==> src/common/snowbro2_pkg.sv <==
// snowbro2 main bus definitions
`default_nettype none

package snowbro2_pkg;

    // cpu byte address, seen flat or split into map fields
    typedef union packed {
        logic [23:0] flat;
        struct packed {
            logic [3:0]  region;
            logic [7:0]  page;
            logic [11:0] offset;
        } fields;
    } bus_addr_u;

    localparam logic [23:0] ROM_LIMIT     = 24'h080000; // first byte above program rom

    localparam logic [3:0]  REGION_WRAM   = 4'd1;
    localparam logic [3:0]  REGION_GP9001 = 4'd3;
    localparam logic [3:0]  REGION_PALRAM = 4'd4;
    localparam logic [3:0]  REGION_IO     = 4'd7;

    localparam logic [3:0]  WRAM_PAGE_HI  = 4'h0;  // 0x100000 - 0x10ffff
    localparam logic [7:0]  IO_PAGE       = 8'h00;

    localparam int WRAM_AW   = 15;
    localparam int PALRAM_AW = 11;
    localparam int PRG_AW    = 18;

    // i/o register offsets
    localparam logic [11:0] IO_JUMPER = 12'h000;
    localparam logic [11:0] IO_DSWA   = 12'h004;
    localparam logic [11:0] IO_DSWB   = 12'h008;
    localparam logic [11:0] IO_IN1    = 12'h00C;
    localparam logic [11:0] IO_IN2    = 12'h010;
    localparam logic [11:0] IO_IN3    = 12'h014;
    localparam logic [11:0] IO_IN4    = 12'h018;
    localparam logic [11:0] IO_SYS    = 12'h01C;

    // gp9001 offsets, low nibble only
    localparam logic [3:0] GP_PTR     = 4'h0;
    localparam logic [3:0] GP_RAM_H   = 4'h4;
    localparam logic [3:0] GP_RAM_L   = 4'h6;
    localparam logic [3:0] GP_SEL_REG = 4'h8;
    localparam logic [3:0] GP_WR_REG  = 4'hC;

    // bus cycle states
    localparam logic [1:0] ST_IDLE   = 2'd0;
    localparam logic [1:0] ST_DECODE = 2'd1;
    localparam logic [1:0] ST_WAIT   = 2'd2;
    localparam logic [1:0] ST_ACK    = 2'd3;

    // registered region select
    localparam logic [2:0] SEL_NONE = 3'd0;
    localparam logic [2:0] SEL_ROM  = 3'd1;
    localparam logic [2:0] SEL_WRAM = 3'd2;
    localparam logic [2:0] SEL_GP   = 3'd3;
    localparam logic [2:0] SEL_PAL  = 3'd4;
    localparam logic [2:0] SEL_IO   = 3'd5;

endpackage

`default_nettype wire

==> src/gp9001_cmd.sv <==
// gp9001 command strobes
`timescale 1ns/100ps
`default_nettype none

module gp9001_cmd import snowbro2_pkg::*; (
    input  wire         CLK96,
    input  wire         RESET96,
    input  wire         gp_start,
    input  wire [3:0]   offset,
    input  wire         rw,
    input  wire         gp9001_ack,
    input  wire [15:0]  gp9001_dout,
    output logic        gp_select_reg,
    output logic        gp_write_reg,
    output logic        gp_write_ram,
    output logic        gp_read_ram_h,
    output logic        gp_read_ram_l,
    output logic        gp_set_ram_ptr,
    output logic        gp_done,
    output logic [15:0] gp_rdata
);

    logic [5:0] cmd;      // {sel, wr_reg, wr_ram, rd_h, rd_l, ptr}
    logic [5:0] strobe;
    logic       busy;

    // ram_h and ram_l both map to the data port on writes
    assign cmd[5] = !rw && offset == GP_SEL_REG;
    assign cmd[4] = !rw && offset == GP_WR_REG;
    assign cmd[3] = !rw && (offset == GP_RAM_H || offset == GP_RAM_L);
    assign cmd[2] = rw && offset == GP_RAM_H;
    assign cmd[1] = rw && offset == GP_RAM_L;
    assign cmd[0] = !rw && offset == GP_PTR;

    assign busy = |strobe;

    assign {gp_select_reg, gp_write_reg, gp_write_ram,
            gp_read_ram_h, gp_read_ram_l, gp_set_ram_ptr} = strobe;

    always_ff @(posedge CLK96 or posedge RESET96) begin
        if (RESET96) begin
            strobe  <= 6'b000000;
            gp_done <= 1'b0;
        end else begin
            gp_done <= 1'b0;
            if (gp_start) begin
                strobe  <= cmd;
                gp_done <= ~|cmd;   // nothing to ask the chip
            end else if (busy && gp9001_ack) begin
                strobe  <= 6'b000000;
                gp_done <= 1'b1;
            end
        end
    end

    always_ff @(posedge CLK96) begin
        if (busy && gp9001_ack)
            gp_rdata <= gp9001_dout;   // valid with the ack
    end

endmodule

`default_nettype wire

==> config.mk <==
export PLATFORM = sky130hd
export DESIGN_NAME = gp9001_cmd
export DESIGN_NICKNAME = d
export VERILOG_FILES = /design/src/common/snowbro2_pkg.sv /design/src/gp9001_cmd.sv
export SDC_FILE = /design/constraint.sdc
export NUM_CORES = 1
export LEC_CHECK = 0
export ABC_AREA = 1
export ABC_CLOCK_PERIOD_IN_PS = 2100
export BUFFER_PORTS_ARGS = -buffer_cell sky130_fd_sc_hd__buf_4
export CORE_ASPECT_RATIO = 0.7
export CORE_MARGIN = 1.5
export CORE_UTILIZATION = 45
export DETAILED_ROUTE_END_ITERATION = 16
export PLACE_DENSITY = 0.82
export SETUP_SLACK_MARGIN = 0.02
export SLEW_MARGIN = 10
export SYNTH_ARGS = -nofsm -noshare
export SYNTH_HDL_FRONTEND = slang
export SYNTH_SLANG_ARGS = --single-unit
==> constraint.sdc <==
create_clock -name CLK96 -period 2.1 [get_ports CLK96]
set_clock_uncertainty 0.1 [all_clocks]
set_input_delay 0.42 -clock CLK96 [delete_from_list [all_inputs] [get_ports CLK96]]
set_output_delay 0.42 -clock CLK96 [all_outputs]
set_load 0.05 [all_outputs]
==> impl_metrics.py <==
metrics = {
    "run_status": {
        "outcome": "complete, no violations",
    },
    "floorplanning": {
        "core_um2": 1667,
        "io_pins": 48,
        "die_y_um": 39.03,
        "die_area_um2": 2126,
        "dieWidth_um": 54.47,
        "row_count": 12,
        "initial_core_util": 0.5008,
    },
    "drt": {
        "drtAntennaViolNets": 0,
        "dr.pass1.iters": 4,
        "route.detailed.drc": 0,
        "drt_wl_total_um": 1903,
        "wl_per_cell_um": 14.20,
        "vias": 651,
        "via_per_inst": 4.858,
        "drt_iter0_drc": 9,
    },
    "cells_and_area": {
        "fin_util": 0.7500,
        "ff_latch_area_um2": 655.6,
        "n_antenna_cell": 0,
        "area_delta_synth_final_pct": 49.78,
        "layout-drive-gt1-share": 0.4690,
        "fillers": 118,
        "instances_no_fill": 134,
        "multiInputGateArea_um2": 156.4,
        "fin_nets": 139,
    },
    "global_routing": {
        "grt_pass1_vias": 606,
        "track_usage": 0.1997,
        "antenna_found_initial": 0,
        "grt_pass1_wl_um": 2766,
        "grt_max_degree": 17,
        "grt-ovfl-total": 0,
    },
    "timing": {
        "finalSetupViolations": 0,
        "period_minus_slack_ns": 1.693,
        "final.setup.tns_ns": 0,
        "maxSlewViolCount": 0,
        "slew_headroom": 0.5971,
        "fin_crit_sh": 0.8061,
        "timing.fmax_ghz": 0.5907,
        "rsz0062_at_grt": "no",
        "finalHoldViolCount": 0,
        "worstMarginPinSlew_ns": 0.6037,
    },
    "critical_path": {
        "critPathLaunchType": "flop",
        "worstSetupPathType": "reg2reg",
        "reg2reg_to": "gp_rdata[1]",
        "r2r_start": "strobe[2]",
        "r2r_slack_ns": 0.41,
        "cp_max_fo": 16,
        "cp.required_ns": 1.96,
        "worstPathArrival_ns": 1.55,
        "end_kind": "flop",
        "reg2regPathDepth": 4,
    },
    "placement": {
        "portBuffers": 47,
        "dp_hpwl_um": 1549,
        "post-place-cells": 129,
        "gp_congestion": 0.8791,
    },
    "clocking": {
        "clkLatencyLatePin_ns": 0.31,
        "cts_made_buffers": 3,
        "root_buffer": "clkbuf_4",
        "cts_tree": "built",
        "h-tree-depth": 1,
        "clkTransAtPathRegs_ns": 0.12,
        "clock_sinks": 23,
        "clockBufferDepth": 2,
    },
    "yosys": {
        "avgSynthCellArea_um2": 13.68,
        "yosys_warnings": 0,
        "yosysSeqAreaShare": 0.7856,
        "syn_area_um2": 834.6,
        "synthCells": 61,
        "syn_nets": 86,
        "netlist-cell-type-count": 12,
        "ys_ff_latch": 23,
    },
    "power_and_ir_drop": {
        "power.density_cell_area_nw_per_um2": 698.9,
        "power_mw": 0.8736,
        "irDropWorstVdd_v": 0.0004915,
        "power.leakage_nw": 0.6080,
    },
    "worst_hold_path": {
        "whs_endpoint": "gp_rdata[2]",
        "hold_path_class": "in2reg",
        "whs_path_depth": 1,
        "hp-start": "gp9001_dout[2]",
    },
    "flow_run": {
        "drv_cap": 0,
    },
}
==> cell usage in the layout (no fill, tap or decap) <==
cell type / instances
buf_4: 47
edfxtp_1: 16
nand4_1: 1
nand3_1: 13
or2_0: 1
nor2_4: 1
dfrtp_1: 7
clkbuf_1: 1
nand3_2: 1
nor2_1: 7
a21oi_1: 1
inv_1: 5
nand2_1: 7
dlygate4sd3_1: 1
inv_2: 1
clkbuf_4: 3
==> what timing repair did <==
item                      in CTS  in global routing
hold buffers                   1                  0
setup buffers                  0                  0
gates resized for setup        0                  0
hold endpoints to repair       7                  0
==> worst max-delay path by stage <==
stage	start	to	slack, ns
floorplan	strobe[5]	gp_rdata[0]	0.32
global placement	strobe[2]	gp_rdata[0]	0.52
detailed placement	strobe[5]	gp_rdata[15]	0.42
CTS	strobe[5]	gp_rdata[15]	0.41
global route	strobe[2]	gp_rdata[15]	0.31
finish	strobe[2]	gp_rdata[1]	0.41
==> cells in the mapped netlist <==
cell type,number,area (um2)
nand4_1,1,6.260
edfxtp_1,16,480.5
nand3_2,1,10.01
nor2_1,7,26.28
dfrtp_1,7,175.2
a21oi_1,1,5.000
nor2_4,1,11.26
inv_1,5,18.77
inv_2,1,3.750
or2_0,1,6.260
nand2_1,7,26.28
nand3_1,13,65.06
==> state kept, by name (all words and copies together) (netlist names) <==
signal / flops
gp_done: 1
gp_rdata: 16
strobe: 6
==> routing by layer <==
layer	GRT usage	routed length, um
met3	0.05814	86
met5	0	0
met1	0.2469	774
met2	0.3404	1040
met4	0.05625	2
==> area by class of cell <==
cell class / instances / share of cell area
clock buffer: 4 / 0.02102
inverter: 6 / 0.01802
multi-input combinational: 32 / 0.1251
sequential: 23 / 0.5245
tap: 21 / 0.02102
timing repair buffer: 48 / 0.2903
==> kinds of logic (layout without fill, tap and decap cells) <==
family | count (synthesis) | in the layout | share of synthesized area
flip-flops | 23 | 23 | 0.7856
buffers and inverters | 6 | 58 | 0.02698
AND/OR/NAND/NOR | 31 | 31 | 0.1814
AO/OA/AOI/OAI | 1 | 1 | 0.005991
==> critical path, stage by stage, from the launching register on <==
cell and delay (ns):
dfrtp_1 0.41, nor2_1 0.07, nand3_1 0.10, nand2_1 0.16, inv_1 0.50
==> where the power goes <==
part           leakage, nW  internal, mW  total [mW]  switching (mW)
registers            0.241         0.508       0.514         0.00637
clock network       0.0150        0.0742       0.201           0.127
logic                0.352        0.0571       0.158           0.101
total                0.608         0.639       0.874           0.234
==> per-stage QoR <==
stage	worst slack (ns)	cell area, um2	hold slack (ns)
2_1_floorplan	0.3244	834.6	0.1234
3_3_place_gp	0.5213	1214	0.2647
3_5_place_dp	0.4248	1214	0.2722
4_1_cts	0.4084	1250	0.1718
5_1_grt	0.3073	1250	0.1585
6_report	0.4071	1250	0.1782
(Power assumes the default switching activity.)
