<file path="src/common/snowbro2_pkg.sv">
// snowbro2 main bus definitions
`default_nettype none

package snowbro2_pkg;

    // cpu byte address, seen flat or split into map fields
    typedef union packed {
        logic [23:0] flat;
        struct packed {
            logic [3:0]  region;
            logic [7:0]  page;
            logic [11:0] offset;
        } fields;
    } bus_addr_u;

    localparam logic [23:0] ROM_LIMIT     = 24'h080000; // first byte above program rom

    localparam logic [3:0]  REGION_WRAM   = 4'd1;
    localparam logic [3:0]  REGION_GP9001 = 4'd3;
    localparam logic [3:0]  REGION_PALRAM = 4'd4;
    localparam logic [3:0]  REGION_IO     = 4'd7;

    localparam logic [3:0]  WRAM_PAGE_HI  = 4'h0;  // 0x100000 - 0x10ffff
    localparam logic [7:0]  IO_PAGE       = 8'h00;

    localparam int WRAM_AW   = 15;
    localparam int PALRAM_AW = 11;
    localparam int PRG_AW    = 18;

    // i/o register offsets
    localparam logic [11:0] IO_JUMPER = 12'h000;
    localparam logic [11:0] IO_DSWA   = 12'h004;
    localparam logic [11:0] IO_DSWB   = 12'h008;
    localparam logic [11:0] IO_IN1    = 12'h00C;
    localparam logic [11:0] IO_IN2    = 12'h010;
    localparam logic [11:0] IO_IN3    = 12'h014;
    localparam logic [11:0] IO_IN4    = 12'h018;
    localparam logic [11:0] IO_SYS    = 12'h01C;

    // gp9001 offsets, low nibble only
    localparam logic [3:0] GP_PTR     = 4'h0;
    localparam logic [3:0] GP_RAM_H   = 4'h4;
    localparam logic [3:0] GP_RAM_L   = 4'h6;
    localparam logic [3:0] GP_SEL_REG = 4'h8;
    localparam logic [3:0] GP_WR_REG  = 4'hC;

    // bus cycle states
    localparam logic [1:0] ST_IDLE   = 2'd0;
    localparam logic [1:0] ST_DECODE = 2'd1;
    localparam logic [1:0] ST_WAIT   = 2'd2;
    localparam logic [1:0] ST_ACK    = 2'd3;

    // registered region select
    localparam logic [2:0] SEL_NONE = 3'd0;
    localparam logic [2:0] SEL_ROM  = 3'd1;
    localparam logic [2:0] SEL_WRAM = 3'd2;
    localparam logic [2:0] SEL_GP   = 3'd3;
    localparam logic [2:0] SEL_PAL  = 3'd4;
    localparam logic [2:0] SEL_IO   = 3'd5;

endpackage

`default_nettype wire

</file>
<file path="src/bus_cycle_ctrl.sv">
// 68000 bus cycle controller
`timescale 1ns/100ps
`default_nettype none

module bus_cycle_ctrl import snowbro2_pkg::*; (
    input  wire               CLK96,
    input  wire               RESET96,
    input  wire bus_addr_u    bus_addr,
    input  wire               as_n,
    input  wire               uds_n,
    input  wire               lds_n,
    input  wire               rw,
    input  wire               prg_ok,
    input  wire [15:0]        prg_data,
    input  wire [15:0]        wram_q,
    input  wire [15:0]        pal_q,
    input  wire [15:0]        io_rdata,
    input  wire               gp_done,
    input  wire [15:0]        gp_rdata,
    output logic [15:0]       cpu_din,
    output logic              dtack_n,
    output logic              prg_cs,
    output logic [PRG_AW-1:0] prg_addr,
    output logic [1:0]        wram_we,
    output logic [1:0]        pal_we,
    output logic              gp_start
);

    logic [1:0]  state;
    logic [2:0]  sel;        // region of the running cycle
    logic [2:0]  sel_next;
    logic        ram_rdy;    // ram read data has settled
    logic        done;
    logic [15:0] rd_mux;
    logic [1:0]  lanes;

    assign lanes = {~uds_n, ~lds_n} & {2{~rw}};   // writes only

    // rom wins over everything, then the mapped regions
    always_comb begin
        if (bus_addr.flat < ROM_LIMIT)
            sel_next = SEL_ROM;
        else if (bus_addr.fields.region == REGION_WRAM &&
                 bus_addr.fields.page[7:4] == WRAM_PAGE_HI)
            sel_next = SEL_WRAM;
        else if (bus_addr.fields.region == REGION_GP9001)
            sel_next = SEL_GP;
        else if (bus_addr.fields.region == REGION_PALRAM)
            sel_next = SEL_PAL;
        else if (bus_addr.fields.region == REGION_IO && bus_addr.fields.page == IO_PAGE)
            sel_next = SEL_IO;
        else
            sel_next = SEL_NONE;
    end

    always_comb begin
        case (sel)
            SEL_ROM:  rd_mux = prg_data;
            SEL_WRAM: rd_mux = wram_q;
            SEL_PAL:  rd_mux = pal_q;
            SEL_IO:   rd_mux = io_rdata;
            SEL_GP:   rd_mux = gp_rdata;
            default:  rd_mux = 16'h0000;   // unmapped
        endcase
    end

    // end of the wait phase per region
    always_comb begin
        case (sel)
            SEL_ROM:          done = prg_ok;
            SEL_WRAM, SEL_PAL: done = ram_rdy;
            SEL_GP:           done = gp_done;
            default:          done = 1'b1;
        endcase
    end

    always_ff @(posedge CLK96 or posedge RESET96) begin
        if (RESET96) begin
            state    <= ST_IDLE;
            sel      <= SEL_NONE;
            ram_rdy  <= 1'b0;
            dtack_n  <= 1'b1;
            prg_cs   <= 1'b0;
            wram_we  <= 2'b00;
            pal_we   <= 2'b00;
            gp_start <= 1'b0;
            cpu_din  <= 16'h0000;
        end else begin
            case (state)
                ST_IDLE: begin
                    if (!as_n)
                        state <= ST_DECODE;
                end
                ST_DECODE: begin
                    sel      <= sel_next;
                    ram_rdy  <= 1'b0;
                    prg_cs   <= (sel_next == SEL_ROM);
                    wram_we  <= (sel_next == SEL_WRAM) ? lanes : 2'b00;
                    pal_we   <= (sel_next == SEL_PAL) ? lanes : 2'b00;
                    gp_start <= (sel_next == SEL_GP);   // single pulse
                    state    <= ST_WAIT;
                end
                ST_WAIT: begin
                    wram_we  <= 2'b00;
                    pal_we   <= 2'b00;
                    gp_start <= 1'b0;
                    if (sel == SEL_WRAM || sel == SEL_PAL)
                        ram_rdy <= 1'b1;
                    if (done) begin
                        cpu_din <= rw ? rd_mux : 16'h0000;
                        prg_cs  <= 1'b0;
                        dtack_n <= 1'b0;
                        state   <= ST_ACK;
                    end
                end
                ST_ACK: begin
                    // hold dtack until the cpu ends the cycle
                    if (as_n) begin
                        dtack_n <= 1'b1;
                        state   <= ST_IDLE;
                    end
                end
                default: state <= ST_IDLE;
            endcase
        end
    end

    always_ff @(posedge CLK96) begin
        if (state == ST_DECODE)
            prg_addr <= bus_addr.flat[PRG_AW:1];   // rom word address
    end

endmodule

`default_nettype wire

</file>
<file path="config.mk">
export PLATFORM = sky130hd
export DESIGN_NAME = bus_cycle_ctrl
export DESIGN_NICKNAME = d
export VERILOG_FILES = /design/src/common/snowbro2_pkg.sv /design/src/bus_cycle_ctrl.sv
export SDC_FILE = /design/constraint.sdc
export NUM_CORES = 1
export LEC_CHECK = 0
export ABC_AREA = 1
export BUFFER_PORTS_ARGS = -buffer_cell sky130_fd_sc_hd__buf_2
export CORE_AREA = 2 2 68 134
export CTS_CLUSTER_SIZE = 12
export DETAILED_ROUTE_END_ITERATION = 10
export DIE_AREA = 0 0 70 136
export REMOVE_ABC_BUFFERS = 1
export SETUP_SLACK_MARGIN = 0.15
export SYNTH_ARGS = -nofsm -noshare
export SYNTH_HDL_FRONTEND = slang
export SYNTH_SLANG_ARGS = --single-unit
</file>
<file path="constraint.sdc">
create_clock -name CLK96 -period 1.7 [get_ports CLK96]
set_input_delay 0.085 -clock CLK96 [delete_from_list [all_inputs] [get_ports CLK96]]
set_output_delay 0.085 -clock CLK96 [all_outputs]
set_load 0.02 [all_outputs]
</file>
==> impl_summary.md <==
Power and ir drop
The share of total power dissipated in sequential elements is 30.4%. The internal power summed over all cells is approximately 3.5 mW. The share of total power in the clock network is 20.6%. The power share of the combinational group is 49.0%.

Net switching is a little over two fifths of the power. IR analysis of the VDD net gives a maximum drop of 0.001005 V. The power density over cell area is 1493 mW/mm2. The reported net switching power is 2.569 mW. The reported leakage power is 2.162 nW.

Synthesis
After synthesis, flip-flops and latches occupy 46.28% of the total area. The mean area per synthesized cell is between 7 and 8 um2. Ranked by total cell area, the synthesized netlist is headed by sky130_fd_sc_hd__dfrtp_1, sky130_fd_sc_hd__edfxtp_1, sky130_fd_sc_hd__nand2_1, sky130_fd_sc_hd__nand4_1, sky130_fd_sc_hd__nor2_1. The top cell type by area accounts for 25.58% of the synthesized area. Of all cell types, the one taking the most synthesized area is sky130_fd_sc_hd__dfrtp_1. Summing every instance area after synthesis gives 0.002739 mm2. The distinct cell type count of the synthesized netlist is 27. The number of register bits inferred by synthesis is 47. The count of synthesis-stage warnings from yosys is 0. The number of standard cells after synthesis is 363.

Layout
The sequential cells in the finished layout cover a total of about 0.0013 mm2. The area growth from synthesis to layout is 48.38%. The area of the multi-input gates is 0.001300 mm2. Leaving out fill and tap cells, the most frequent cell in the layout is sky130_fd_sc_hd__buf_2. The filler cells instantiated in the layout total ~870. For this run, the share of the core covered by cells in the final layout is 47.65%. The layout cell share with drive strength beyond 1 is 35.87%. The final non-filler cell total is 638. The number of nets in the finished design is ~650.

In the layout the commonest cells are sky130_fd_sc_hd__buf_2, sky130_fd_sc_hd__nand2_1, sky130_fd_sc_hd__nor2_1. The number of antenna diodes in the final layout is 0.

Flow run
Across the run, the number of max-cap violations was 0.

Drt
The total vias in the final route is 3128. The vias per cell is a little under 5. After the first detailed-routing iteration, the DRC count stood at about 130.

The number of remaining DRC errors is 0. The detail-routed net length per standard cell is between 10 and 15 um. The first detailed-routing pass ran for 4 iterations. The count of nets left with antenna violations once routing finished came out at 0. The aggregate routed wire length is 9081 um.

Worst hold path
The worst hold path stage count is 3. The kind of path behind the tightest hold check is in -> reg. The terminating pin of the worst hold path is pal_we[1]. In this run the most critical hold path is launched from uds_n.

Timing
The time the final worst path needs with I/O delays and setup is 1.425 ns. The maximum clock frequency is about 700 MHz. The worst setup skew after layout is 0.002731 ns. For the pin with the worst max-slew slack, the measured transition is 0.5474 ns. The number of hold violations in the final report is 0.

The final max-slew violation count is 0. Setup repair after global routing left no endpoint under its margin. Setup violations remaining at the end of the flow were counted as 0.

In this run the tightest slew margin relative to its limit is 63.28%. The part of the cycle the worst path needs is 83.80%.

Status
The run finished with clean final reports.

Worst setup path
The worst register-to-register path begins at state[0]. The kind of capture point of the worst setup path is a flop. Along the worst path, the maximum fanout reaches 7. The arrival time of the worst setup path is 1.63 ns. The count of cells along the worst register-to-register path is 6. The worst setup path is launched from a flop.

The endpoint of the lowest-slack register-to-register path is pal_we[0]. The critical path start-end classification is reg -> reg. STA puts the critical path data required time at 1.91 ns. Traced cell by cell, the critical path runs through inv_1 > ha_1 > inv_2 > nor2_2 > nand3b_1 > o21ai_0. Setup slack on the worst reg-to-reg path comes out at 0.28 ns. The buffering stage count on the worst path with inverters included is 2. For this run, the slowest stage of the critical path takes 0.40 ns. The cell family contributing the most delay on the critical path is flip-flops. The standard cell with the maximum stage delay on the critical path is sky130_fd_sc_hd__dfrtp_1.

GRT
The via count of the first global-routing pass is 3171. Global routing used between 15 and 20% of the available tracks. The leftover overflow at the end of global routing is 0.

Entering global routing, the biggest net connects 30 pins. The initial antenna violation count is 0. The first global-routing pass estimated 14430 um of wire.

Clock tree
The clock tree from TritonCTS is built. The number of H-tree branching levels is 2. In this run, CTS created clock tree buffers numbering 5.

The clock tree root driver cell is sky130_fd_sc_hd__clkbuf_16. The number of sinks handled by clock tree synthesis is 47. The maximum clock path buffer count is 2. The clock edge transition at the registers on the reported setup and hold paths is 0.06 ns.

The clock latency reported for the late side of the worst-skew pair is 0.28 ns.

Die
The die height is 136 um. 153 I/O pins were placed. The total core area is between 0.008 and 0.009 mm2.

The initial core utilization is 32.12%. The x dimension of the die is 70 um. After floorplanning, the core was divided into 48 placement rows. The area of the die is 0.009520 mm2.

Placed design
The weighted congestion at the end of routability-driven global placement is 0.8723. Summed over all nets, the half-perimeter wirelength after detailed placement is 6911 um. The count of placed standard cells including taps is 606.

Buffers placed on the I/O ports in this run total 151.
[cell usage after synthesis]
cell type                    n
sky130_fd_sc_hd__ha_1        5
sky130_fd_sc_hd__buf_1       1
sky130_fd_sc_hd__nand2_2     2
sky130_fd_sc_hd__or2_2       2
sky130_fd_sc_hd__nand4_1    43
sky130_fd_sc_hd__inv_1      15
sky130_fd_sc_hd__edfxtp_1   18
sky130_fd_sc_hd__nor2_4      1
sky130_fd_sc_hd__inv_2       2
sky130_fd_sc_hd__buf_6       1
sky130_fd_sc_hd__nand2_4     1
sky130_fd_sc_hd__o31ai_1     1
sky130_fd_sc_hd__dfrtp_1    28
sky130_fd_sc_hd__o21ai_0     7
sky130_fd_sc_hd__dfstp_2     1
sky130_fd_sc_hd__inv_4       1
sky130_fd_sc_hd__buf_4       5
sky130_fd_sc_hd__buf_2       7
sky130_fd_sc_hd__nand3b_1    3
sky130_fd_sc_hd__nand2_1   124
sky130_fd_sc_hd__nor2_2      1
sky130_fd_sc_hd__clkbuf_1    6
sky130_fd_sc_hd__nor2_1     52
sky130_fd_sc_hd__nand3_1    32
sky130_fd_sc_hd__a21oi_1     2
sky130_fd_sc_hd__clkinv_1    1
sky130_fd_sc_hd__a31oi_1     1
[registers in the layout (all words and copies together) (netlist names)]
signal    flops
gp_start      1
prg_addr     18
state         2
wram_we       2
dtack_n       1
sel           3
cpu_din      16
prg_cs        1
ram_rdy       1
pal_we        2
[kinds of logic (layout without fill, tap and decap cells)]
family | after synthesis | count (layout) | synth area share, %
AO/OA/AOI/OAI | 11 | 11 | 2.147
adder cells (fa/ha/maj) | 5 | 5 | 2.284
buffers and inverters | 39 | 214 | 6.715
flip-flops | 47 | 47 | 46.28
AND/OR/NAND/NOR | 261 | 261 | 42.58
[final cells by class]
| cell class | instances | area share, % |
|---|---|---|
| sequential | 47 | 31.22 |
| clock inverter | 3 | 1.663 |
| inverter | 19 | 1.878 |
| timing repair buffer | 187 | 27.09 |
| clock buffer | 5 | 3.079 |
| tap | 100 | 3.079 |
| multi-input combinational | 277 | 31.99 |
[power by group through the flow]
stage	registers [mW]	clock network, mW	logic, mW
2_1_floorplan	2.35	0	1.25
3_3_place_gp	1.85	0	2.78
3_5_place_dp	1.86	0	2.82
4_1_cts	1.84	1.29	2.86
5_1_grt	1.90	1.32	3.30
6_report	1.85	1.25	2.97
[repair_timing]
item	4_1_cts	5_1_grt
resized for setup	1	12
setup endpoints to repair	13	23
buffers inserted	0	5
cloned	0	0
endpoints found under the hold margin	46	0
pin swaps	0	1
hold buffers	19	0
[stage by stage]
stage	worst slack [ns]	setup TNS [ns]	total power, mW	instance area, um2	hold slack [ns]
final	0.2755	0	6.069	4064	0.09593
after floorplan	-0.2081	-3.759	3.604	2629	0.1624
after global routing	0.1728	0	6.526	4064	0.1075
after detailed placement	0.1558	0	4.678	3600	0.1873
after CTS	0.1767	0	5.997	3983	0.08939
after global placement	0.1865	0	4.632	3600	0.1814
[routing by layer]
metal | vias to the layer above | GRT usage, % | wire length, um
li1 | 1565 | - | -
met1 | 1440 | 17.88 | 3046
met2 | 110 | 40.16 | 5457
met3 | 13 | 3.113 | 428
met4 | 0 | 7.585 | 148
met5 | - | 0 | 0
[how the worst max path moves through the flow]
stage,startpoint,endpoint,cells after the start
floorplan,sel[2],cpu_din[0],9
global placement,sel[2],cpu_din[9],9
detailed placement,sel[2],cpu_din[9],9
CTS,sel[1],cpu_din[11],9
global route,sel[2],cpu_din[10],10
finish,state[0],pal_we[0],6
[worst min-delay path: stages]
cell and delay, ns:
sky130_fd_sc_hd__buf_2 0.07, sky130_fd_sc_hd__nand3b_1 0.10, sky130_fd_sc_hd__o21ai_0 0.08
(Power assumes the default switching activity.)
