**config.mk**
```make
export PLATFORM = sky130hd
export DESIGN_NAME = input_ports
export DESIGN_NICKNAME = d
export VERILOG_FILES = /design/src/common/snowbro2_pkg.sv /design/src/input_ports.sv
export SDC_FILE = /design/constraint.sdc
export NUM_CORES = 1
export LEC_CHECK = 0
export BUFFER_PORTS_ARGS = -buffer_cell sky130_fd_sc_hd__buf_2
export CAP_MARGIN = 5
export CORE_MARGIN = 3
export CORE_UTILIZATION = 32
export DETAILED_ROUTE_END_ITERATION = 10
export GPL_TIMING_DRIVEN = 1
export PLACE_DENSITY = 0.8
export SYNTH_ARGS = -nofsm -noshare
export SYNTH_HDL_FRONTEND = slang
export SYNTH_SLANG_ARGS = --single-unit
```
**constraint.sdc**
```tcl
create_clock -name vclk -period 1.25
set_input_delay 0.1875 -clock vclk [all_inputs]
set_output_delay 0.1875 -clock vclk [all_outputs]
set_load 0.02 [all_outputs]
```
**src/common/snowbro2_pkg.sv**
```systemverilog
// snowbro2 main bus definitions
`default_nettype none

package snowbro2_pkg;

    // cpu byte address, seen flat or split into map fields
    typedef union packed {
        logic [23:0] flat;
        struct packed {
            logic [3:0]  region;
            logic [7:0]  page;
            logic [11:0] offset;
        } fields;
    } bus_addr_u;

    localparam logic [23:0] ROM_LIMIT     = 24'h080000; // first byte above program rom

    localparam logic [3:0]  REGION_WRAM   = 4'd1;
    localparam logic [3:0]  REGION_GP9001 = 4'd3;
    localparam logic [3:0]  REGION_PALRAM = 4'd4;
    localparam logic [3:0]  REGION_IO     = 4'd7;

    localparam logic [3:0]  WRAM_PAGE_HI  = 4'h0;  // 0x100000 - 0x10ffff
    localparam logic [7:0]  IO_PAGE       = 8'h00;

    localparam int WRAM_AW   = 15;
    localparam int PALRAM_AW = 11;
    localparam int PRG_AW    = 18;

    // i/o register offsets
    localparam logic [11:0] IO_JUMPER = 12'h000;
    localparam logic [11:0] IO_DSWA   = 12'h004;
    localparam logic [11:0] IO_DSWB   = 12'h008;
    localparam logic [11:0] IO_IN1    = 12'h00C;
    localparam logic [11:0] IO_IN2    = 12'h010;
    localparam logic [11:0] IO_IN3    = 12'h014;
    localparam logic [11:0] IO_IN4    = 12'h018;
    localparam logic [11:0] IO_SYS    = 12'h01C;

    // gp9001 offsets, low nibble only
    localparam logic [3:0] GP_PTR     = 4'h0;
    localparam logic [3:0] GP_RAM_H   = 4'h4;
    localparam logic [3:0] GP_RAM_L   = 4'h6;
    localparam logic [3:0] GP_SEL_REG = 4'h8;
    localparam logic [3:0] GP_WR_REG  = 4'hC;

    // bus cycle states
    localparam logic [1:0] ST_IDLE   = 2'd0;
    localparam logic [1:0] ST_DECODE = 2'd1;
    localparam logic [1:0] ST_WAIT   = 2'd2;
    localparam logic [1:0] ST_ACK    = 2'd3;

    // registered region select
    localparam logic [2:0] SEL_NONE = 3'd0;
    localparam logic [2:0] SEL_ROM  = 3'd1;
    localparam logic [2:0] SEL_WRAM = 3'd2;
    localparam logic [2:0] SEL_GP   = 3'd3;
    localparam logic [2:0] SEL_PAL  = 3'd4;
    localparam logic [2:0] SEL_IO   = 3'd5;

endpackage

`default_nettype wire

```
**src/input_ports.sv**
```systemverilog
// cabinet input ports
`timescale 1ns/100ps
`default_nettype none

module input_ports import snowbro2_pkg::*; (
    input  wire [11:0]  offset,
    input  wire [6:0]   joystick1,
    input  wire [6:0]   joystick2,
    input  wire [6:0]   joystick3,
    input  wire [6:0]   joystick4,
    input  wire [1:0]   start_button,
    input  wire [1:0]   coin_input,
    input  wire         service,
    input  wire         dip_test,
    input  wire [7:0]   dipsw_a,
    input  wire [7:0]   dipsw_b,
    input  wire [7:0]   dipsw_c,
    output logic [15:0] io_rdata
);

    logic [7:0] p1_byte;
    logic [7:0] p2_byte;
    logic [7:0] p3_byte;
    logic [7:0] p4_byte;
    logic [7:0] sys_byte;

    // inputs come in active high, the board wants them low
    assign p1_byte = {2'b00, ~joystick1[5], ~joystick1[4],
                      ~joystick1[0], ~joystick1[1], ~joystick1[2], ~joystick1[3]};
    assign p2_byte = {2'b00, ~joystick2[5], ~joystick2[4],
                      ~joystick2[0], ~joystick2[1], ~joystick2[2], ~joystick2[3]};
    // players 3 and 4 have a third button
    assign p3_byte = {1'b0, ~joystick3[6], ~joystick3[5], ~joystick3[4],
                      ~joystick3[0], ~joystick3[1], ~joystick3[2], ~joystick3[3]};
    assign p4_byte = {1'b0, ~joystick4[6], ~joystick4[5], ~joystick4[4],
                      ~joystick4[0], ~joystick4[1], ~joystick4[2], ~joystick4[3]};

    assign sys_byte = {1'b0, ~start_button[1], ~start_button[0],
                       ~coin_input[1], ~coin_input[0], ~dip_test, 1'b0, ~service};

    always_comb begin
        case (offset)
            IO_JUMPER: io_rdata = {2{dipsw_c}};
            IO_DSWA:   io_rdata = {2{dipsw_a}};
            IO_DSWB:   io_rdata = {2{dipsw_b}};
            IO_IN1:    io_rdata = {2{p1_byte}};
            IO_IN2:    io_rdata = {2{p2_byte}};
            IO_IN3:    io_rdata = {2{p3_byte}};
            IO_IN4:    io_rdata = {2{p4_byte}};
            IO_SYS:    io_rdata = {dipsw_c, sys_byte};   // region jumpers on top
            default:   io_rdata = 16'h0000;
        endcase
    end

endmodule

`default_nettype wire

```
==> results.yml, run 1 <==
status:
  outcome: "complete, but fails checks"
  violations: "setup timing"
sta:
  setup_ws_ns: -0.349
  fmaxAchievable_mhz: 625
  fin_setup_tns_ns: -4.77
  slew_viol_final: 0
  finalSetupViolations: 16
  fin_crit_ns: 1.60
  relSlewSlack: 0.751
  hold_viol_final: 0
  tightestPinTransition_ns: 0.371
  final.period_utilization: 1.28
  rsz0062_at_grt: "yes"
detailed_routing:
  drtIter0Drc: 7
  wl_per_cell_um: 16.1
  dr.pass1.iters: 4
  vias_per_cell: 5.29
  drc_errors: 0
  ant_nets: 0
  vias: 1190
  wl_um: 3620
die:
  die-height_um: 54.4
  pin_count: 86
  initial_utilization: 0.359
  rows: 16
  core_area_mm2: 0.00208
  floorplan.die_area_mm2: 0.00295
  die_w_um: 54.4
synth:
  synth_cell_types: 36
  synth_top_area_frac: 0.107
  synth_area_um2: 748
  yosysSeqAreaShare: 0
  syn-num-nets: 166
  synth_area_leaders: "mux2i_1 (11%), nor2b_1 (10%), o311ai_1 (5.9%), a21o_1 (5.0%), a22oi_1 (5.0%)"
  synth.avg_cell_area_um2: 7.79
  yosys-top-cells-count: "nor2b_1 (12), mux2i_1 (8)"
  yosys_warnings: 0
  synthCells: 96
  synth_top_area_cell: "mux2i_1"
  yosys.cell_count.top_type: "nor2b_1"
place:
  dp_hpwl_um: 2630
  dpl_cell_area_mm2: 0.00136
  finalWeightedCongestion: 0.686
  portBuffers: 84
  pre_cts_ws_ns: -0.592
  placed_cells: 222
cells_and_area:
  area_delta_synth_final_pct: 126
  fin_cells: 225
  nNetsFinal: 270
  nFlopsAndLatches: 0
  nClkBuffers: 0
  seqCellArea_um2: 0
  drive_above_1_share: 0.773
  multi_input_area_um2: 883
  insertedDiodeCount: 0
  fillers: 143
  final_area_mm2: 0.00169
setup_path:
  slowest_stage: "o21ai_0"
  endpoint_kind: "output port"
  cp.required_ns: 1.06
  cpPeakStageDelay_ns: 0.26
  path_common_cell: "buf_6"
  crit_chain: "buf_6 -> buf_4 -> o21ai_0 -> o311ai_2 -> a21oi_4 -> o21bai_4 -> buf_6"
  arrival_ns: 1.41
  cp-start-kind: "input pin"
  path_class: "input pin to output port"
  crit_fanout: 26
cts:
  cts_hold_buf: 0
grt:
  antenna_found_initial: 0
  grt_max_degree: 27
  gr-total-overflow: 0
  grt_use_total: 0.230
  grt_pass1_wl_um: 5190
  grt_pass1_vias: 1192
run:
  drv_cap: 0
power:
  p_per_area_mw_per_mm2: 232
  p_leak_nw: 0.825
  ir_drop_mv: 0.263
  power_mw: 0.394
worst_hold_path:
  hp-class: "input pin to output port"
layout by cell type, fill, tap and decap left out, types with 3 or more instances in the layout:
| master | n |
|---|---|
| o21ai_0 | 3 |
| nand2b_1 | 3 |
| o21bai_4 | 4 |
| mux2i_1 | 7 |
| buf_4 | 18 |
| inv_1 | 4 |
| a22oi_2 | 4 |
| nor2b_1 | 10 |
| mux2_2 | 3 |
| a21o_1 | 5 |
| a21oi_4 | 5 |
| o311ai_2 | 4 |
| buf_2 | 63 |
| buf_6 | 27 |
worst paths after layout:
kind	startpoint	to	slack, ns	depth (start not counted)
min	dip_test	io_rdata[2]	0.65	3
max	offset[2]	io_rdata[5]	-0.35	7
per-stage QoR:
| stage | utilization | hold slack (ns) |
|---|---|---|
| floorplan | - | 0.478 |
| global placement | 0.654 | 0.662 |
| detailed placement | 0.654 | 0.664 |
| CTS | 0.767 | 0.652 |
| global route | 0.814 | 0.673 |
| finish | 0.814 | 0.655 |
power by group:
group | total, mW | leakage [nW] | internal [mW] | switching, mW
clock | 0 | 0 | 0 | 0
sequential | 0 | 0 | 0 | 0
combinational | 0.394 | 0.825 | 0.213 | 0.181
total | 0.394 | 0.825 | 0.213 | 0.181
routing by layer:
metal | routed length [µm] | GRT usage | up-vias
li1 | - | - | 573
met2 | 2030 | 0.490 | 58
met3 | 273 | 0.0109 | 4
met4 | 38 | 0.0207 | 0
met5 | 0 | 0 | -
met1 | 1280 | 0.247 | 555
cell families (layout without fill, tap and decap cells):
family,count (synthesis),after routing,synth area share
multiplexers,13,13,0.192
buffers and inverters,11,113,0.114
AND/OR/NAND/NOR,31,31,0.258
AO/OA/AOI/OAI,41,41,0.436
area by class of cell:
class              count  area share
inverters              4     0.00886
multi-input cells     85       0.521
repair buffers       109       0.450
well taps             27      0.0199
critical path: cells and delay by family:
family                 cells  cell delay, ns
AO/OA/AOI/OAI              4            0.75
buffers and inverters      3            0.47
timing repair:
action | in CTS | in global routing
pin swaps | 5 | 6
endpoints found under the hold margin | 0 | 0
endpoints found under the setup margin | 16 | 16
buffers inserted | 0 | 3
gates resized for setup | 56 | 17
gates cloned | 0 | 0
No activity file was read; power rests on OpenSTA's default activity.
==> run 2: changes to the inputs <==
Settings changed: CORE_ASPECT_RATIO set to 1.5.
==> results.yml, run 2 (same netlist as run 1, synthesis figures left out) <==
die:
  die-height_um: 65.2
  initial_utilization: 0.352
  floorplan.die_area_mm2: 0.00297
  pin_count: 86
  die_w_um: 45.5
  rows: 20
  core_area_mm2: 0.00213
worst_hold_path:
  hp-class: "input pin to output port"
  hp-start: "dip_test"
cells_and_area:
  multi_input_area_um2: 850
  fin_cells: 223
  area_delta_synth_final_pct: 131
  final_common_cell: "buf_2"
  nClkBuffers: 0
  insertedDiodeCount: 0
  seqCellArea_um2: 0
  drive_above_1_share: 0.761
  finalCoreUtilization: 0.814
  final_area_mm2: 0.00173
  nFlopsAndLatches: 0
  layout_common_cells: "buf_2 (63), buf_6 (25), buf_4 (20)"
  fillers: 133
  nNetsFinal: 273
setup_path:
  slowest_stage: "nor4_4"
  path_common_cell: "buf_6"
  cp-startpoint: "offset[8]"
  crit_fanout: 4
  cpPeakStageDelay_ns: 0.34
  path_class: "input pin to output port"
  cp-start-kind: "input pin"
  endpoint_kind: "output port"
  cp.required_ns: 1.06
  crit_chain: "buf_6 -> nor4_4 -> nand3_4 -> buf_6 -> a211oi_4 -> a311o_1 -> buf_6"
  arrival_ns: 1.42
sta:
  rsz0062_at_grt: "yes"
  tightestPinTransition_ns: 0.369
  setup_ws_ns: -0.355
  final.period_utilization: 1.28
  fin_crit_ns: 1.60
  relSlewSlack: 0.750
  finalSetupViolations: 16
  fmaxAchievable_mhz: 623
  hold_viol_final: 0
  slew_viol_final: 0
  fin_setup_tns_ns: -4.42
detailed_routing:
  vias_per_cell: 5.53
  drtIter0Drc: 8
  drc_errors: 0
  wl_um: 3780
  ant_nets: 0
  dr.pass1.iters: 4
  wl_per_cell_um: 16.9
  vias: 1234
place:
  dp_hpwl_um: 2580
  dpl_cell_area_mm2: 0.00137
  placed_cells: 219
  pre_cts_ws_ns: -0.561
  portBuffers: 84
  finalWeightedCongestion: 0.740
power:
  clock_power_share: 0
  ir_drop_mv: 0.255
  p_int_mw: 0.226
  p_leak_nw: 0.860
  p_sw_mw: 0.176
  swShare: 0.437
  p_comb_frac: 1.000
  p_per_area_mw_per_mm2: 232
  seqPwrFrac: 0
run:
  drv_cap: 0
grt:
  gr-total-overflow: 0
  grt_pass1_wl_um: 4660
  grt_pass1_vias: 1172
  antenna_found_initial: 0
  grt_max_degree: 29
  grt_use_total: 0.197
status:
  outcome: "complete, but fails checks"
  violations: "setup timing"
[run 2: layout make-up]
cell class         instances  share of cell area
inverters                  4             0.00867
repair buffers           112               0.485
multi-input cells         85               0.491
well taps                 22              0.0159
[run 2: critical path, delay by kind of cell]
| family | cells | cell delay, ns |
|---|---|---|
| and+or+nand+nor | 2 | 0.50 |
| buffers and inverters | 3 | 0.37 |
| AOI/OAI and AO/OA | 2 | 0.35 |
[run 2: routing by layer]
layer	vias up	part of all wire	global-route usage
met1	581	0.32	0.195
met5	-	0	0
met3	14	0.064	0.0219
met4	0	0.047	0.0403
li1	580	-	-
met2	59	0.57	0.402
[run 2: path summary, 6_finish.rpt]
path / endpoint / slack [ns] / cells past startpoint
setup / recovery: io_rdata[6] / -0.35 / 7
hold / removal: io_rdata[2] / 0.65 / 3
[run 2: power by group through the flow]
stage                     Clock, mW  Combinational [mW]  Sequential [mW]
final                             0               0.402                0
after CTS                         0               0.351                0
after global placement            0               0.311                0
after global routing              0               0.430                0
after floorplan                   0               0.162                0
after detailed placement          0               0.326                0
[run 2: stage by stage]
step	hold slack, ns	total power, mW
after global placement	0.660	0.311
final	0.648	0.402
after CTS	0.666	0.351
after detailed placement	0.664	0.326
after global routing	0.653	0.430
after floorplan	0.478	0.162
[run 2: timing repair]
action,in CTS,in global routing
hold buffers,0,0
setup endpoints to repair,16,16
gates resized for setup,32,41
setup buffers,1,3
gates cloned,0,1
pin swaps,5,8
==> run 3: changes to the inputs <==
Settings changed: GPL_TIMING_DRIVEN 1 to 0.
==> results.yml, run 3 (same netlist as run 1, synthesis figures left out) <==
power:
  ir_drop_mv: 0.193
  p_leak_nw: 0.816
  p_per_area_mw_per_mm2: 245
cells_and_area:
  layout_common_cells: "buf_2 (64), buf_6 (21), buf_4 (10), nor2b_1 (10), mux2i_1 (8)"
  fillers: 148
  final_common_cell: "buf_2"
  nClkBuffers: 0
  nFlopsAndLatches: 0
  drive_above_1_share: 0.779
  nNetsFinal: 262
  area_delta_synth_final_pct: 126
  seqCellArea_um2: 0
  insertedDiodeCount: 0
  fin_cells: 212
cts:
  cts_hold_buf: 0
sta:
  relSlewSlack: 0.782
  fmaxAchievable_mhz: 640
  slew_viol_final: 0
  fin_setup_tns_ns: -4.50
  hold_viol_final: 0
  setup_ws_ns: -0.312
  rsz0062_at_grt: "yes"
  final.period_utilization: 1.25
  tightestPinTransition_ns: 0.327
  fin_crit_ns: 1.56
  finalSetupViolations: 16
setup_path:
  path_class: "input pin to output port"
  cp.required_ns: 1.06
  endpoint_kind: "output port"
  cp-start-kind: "input pin"
  arrival_ns: 1.37
  crit_fanout: 7
die:
  core_area_mm2: 0.00213
  pin_count: 86
  rows: 20
  initial_utilization: 0.352
  floorplan.die_area_mm2: 0.00297
  die_w_um: 45.5
  die-height_um: 65.2
place:
  placed_cells: 201
  finalWeightedCongestion: 0.747
  dp_hpwl_um: 2350
  portBuffers: 83
grt:
  grt_pass1_wl_um: 5430
  grt_use_total: 0.239
  grt_max_degree: 11
  antenna_found_initial: 0
  grt_pass1_vias: 1241
  gr-total-overflow: 0
worst_hold_path:
  hp-class: "input pin to output port"
detailed_routing:
  wl_um: 3750
  dr.pass1.iters: 4
  wl_per_cell_um: 17.7
  vias: 1183
  ant_nets: 0
  vias_per_cell: 5.58
  drc_errors: 0
  drtIter0Drc: 24
status:
  outcome: "complete, but fails checks"
  violations: "setup timing"
run:
  drv_cap: 0
[run 3: changes by cell type in the layout (fill, tap and decap cells not counted), sizes merged]
cell	previous run	this run
buf	111	100
[run 3: per-layer routing]
layer  GRT usage  share of wire  vias to the layer above
met2       0.465           0.58                       55
met1       0.248           0.33                      555
met5           0              0                        -
met3      0.0192          0.059                       11
li1            -              -                      562
met4      0.0806          0.030                        0
[run 3: final cells by class]
type / instances / area [µm²] / share of cell area
Tap cell: 22 / 27.5 / 0.0163
Inverter: 4 / 15.0 / 0.00889
Multi-Input combinational cell: 85 / 920 / 0.544
Timing Repair Buffer: 94 / 642 / 0.380
Buffer: 7 / 85.1 / 0.0504
[run 3: timing repair]
action,4_1_cts,5_1_grt
resized for setup,66,13
cloned,1,0
endpoints found under the setup margin,16,16
setup buffers,9,1
pin swaps,8,8
hold endpoints to repair,0,0
[run 3: per-stage QoR]
step	area (µm²)	worst slack, ns	power [mW]	hold slack [ns]	utilization
after global routing	1690	-0.387	0.442	0.674	0.794
after global placement	1260	-0.412	0.290	0.664	0.592
after floorplan	816	-0.116	0.162	0.478	-
after detailed placement	1260	-0.436	0.301	0.667	0.592
final	1690	-0.312	0.414	0.663	0.794
after CTS	1630	-0.291	0.379	0.652	0.766
[run 3: path summary, 6_finish.rpt]
path  cells after the start       from     endpoint
max                       7  offset[8]  io_rdata[5]
min                       3   dip_test  io_rdata[2]
[run 3: report_power, final]
part	switching (mW)	internal, mW
Combinational	0.193	0.221
Clock	0	0
Sequential	0	0
Total	0.193	0.221
[run 3: critical path, stage by stage]
cell,delay [ns]
buf_6,0.09
nor4_4,0.30
nand3_2,0.18
buf_8,0.20
a21oi_2,0.14
o21bai_4,0.14
buf_6,0.13
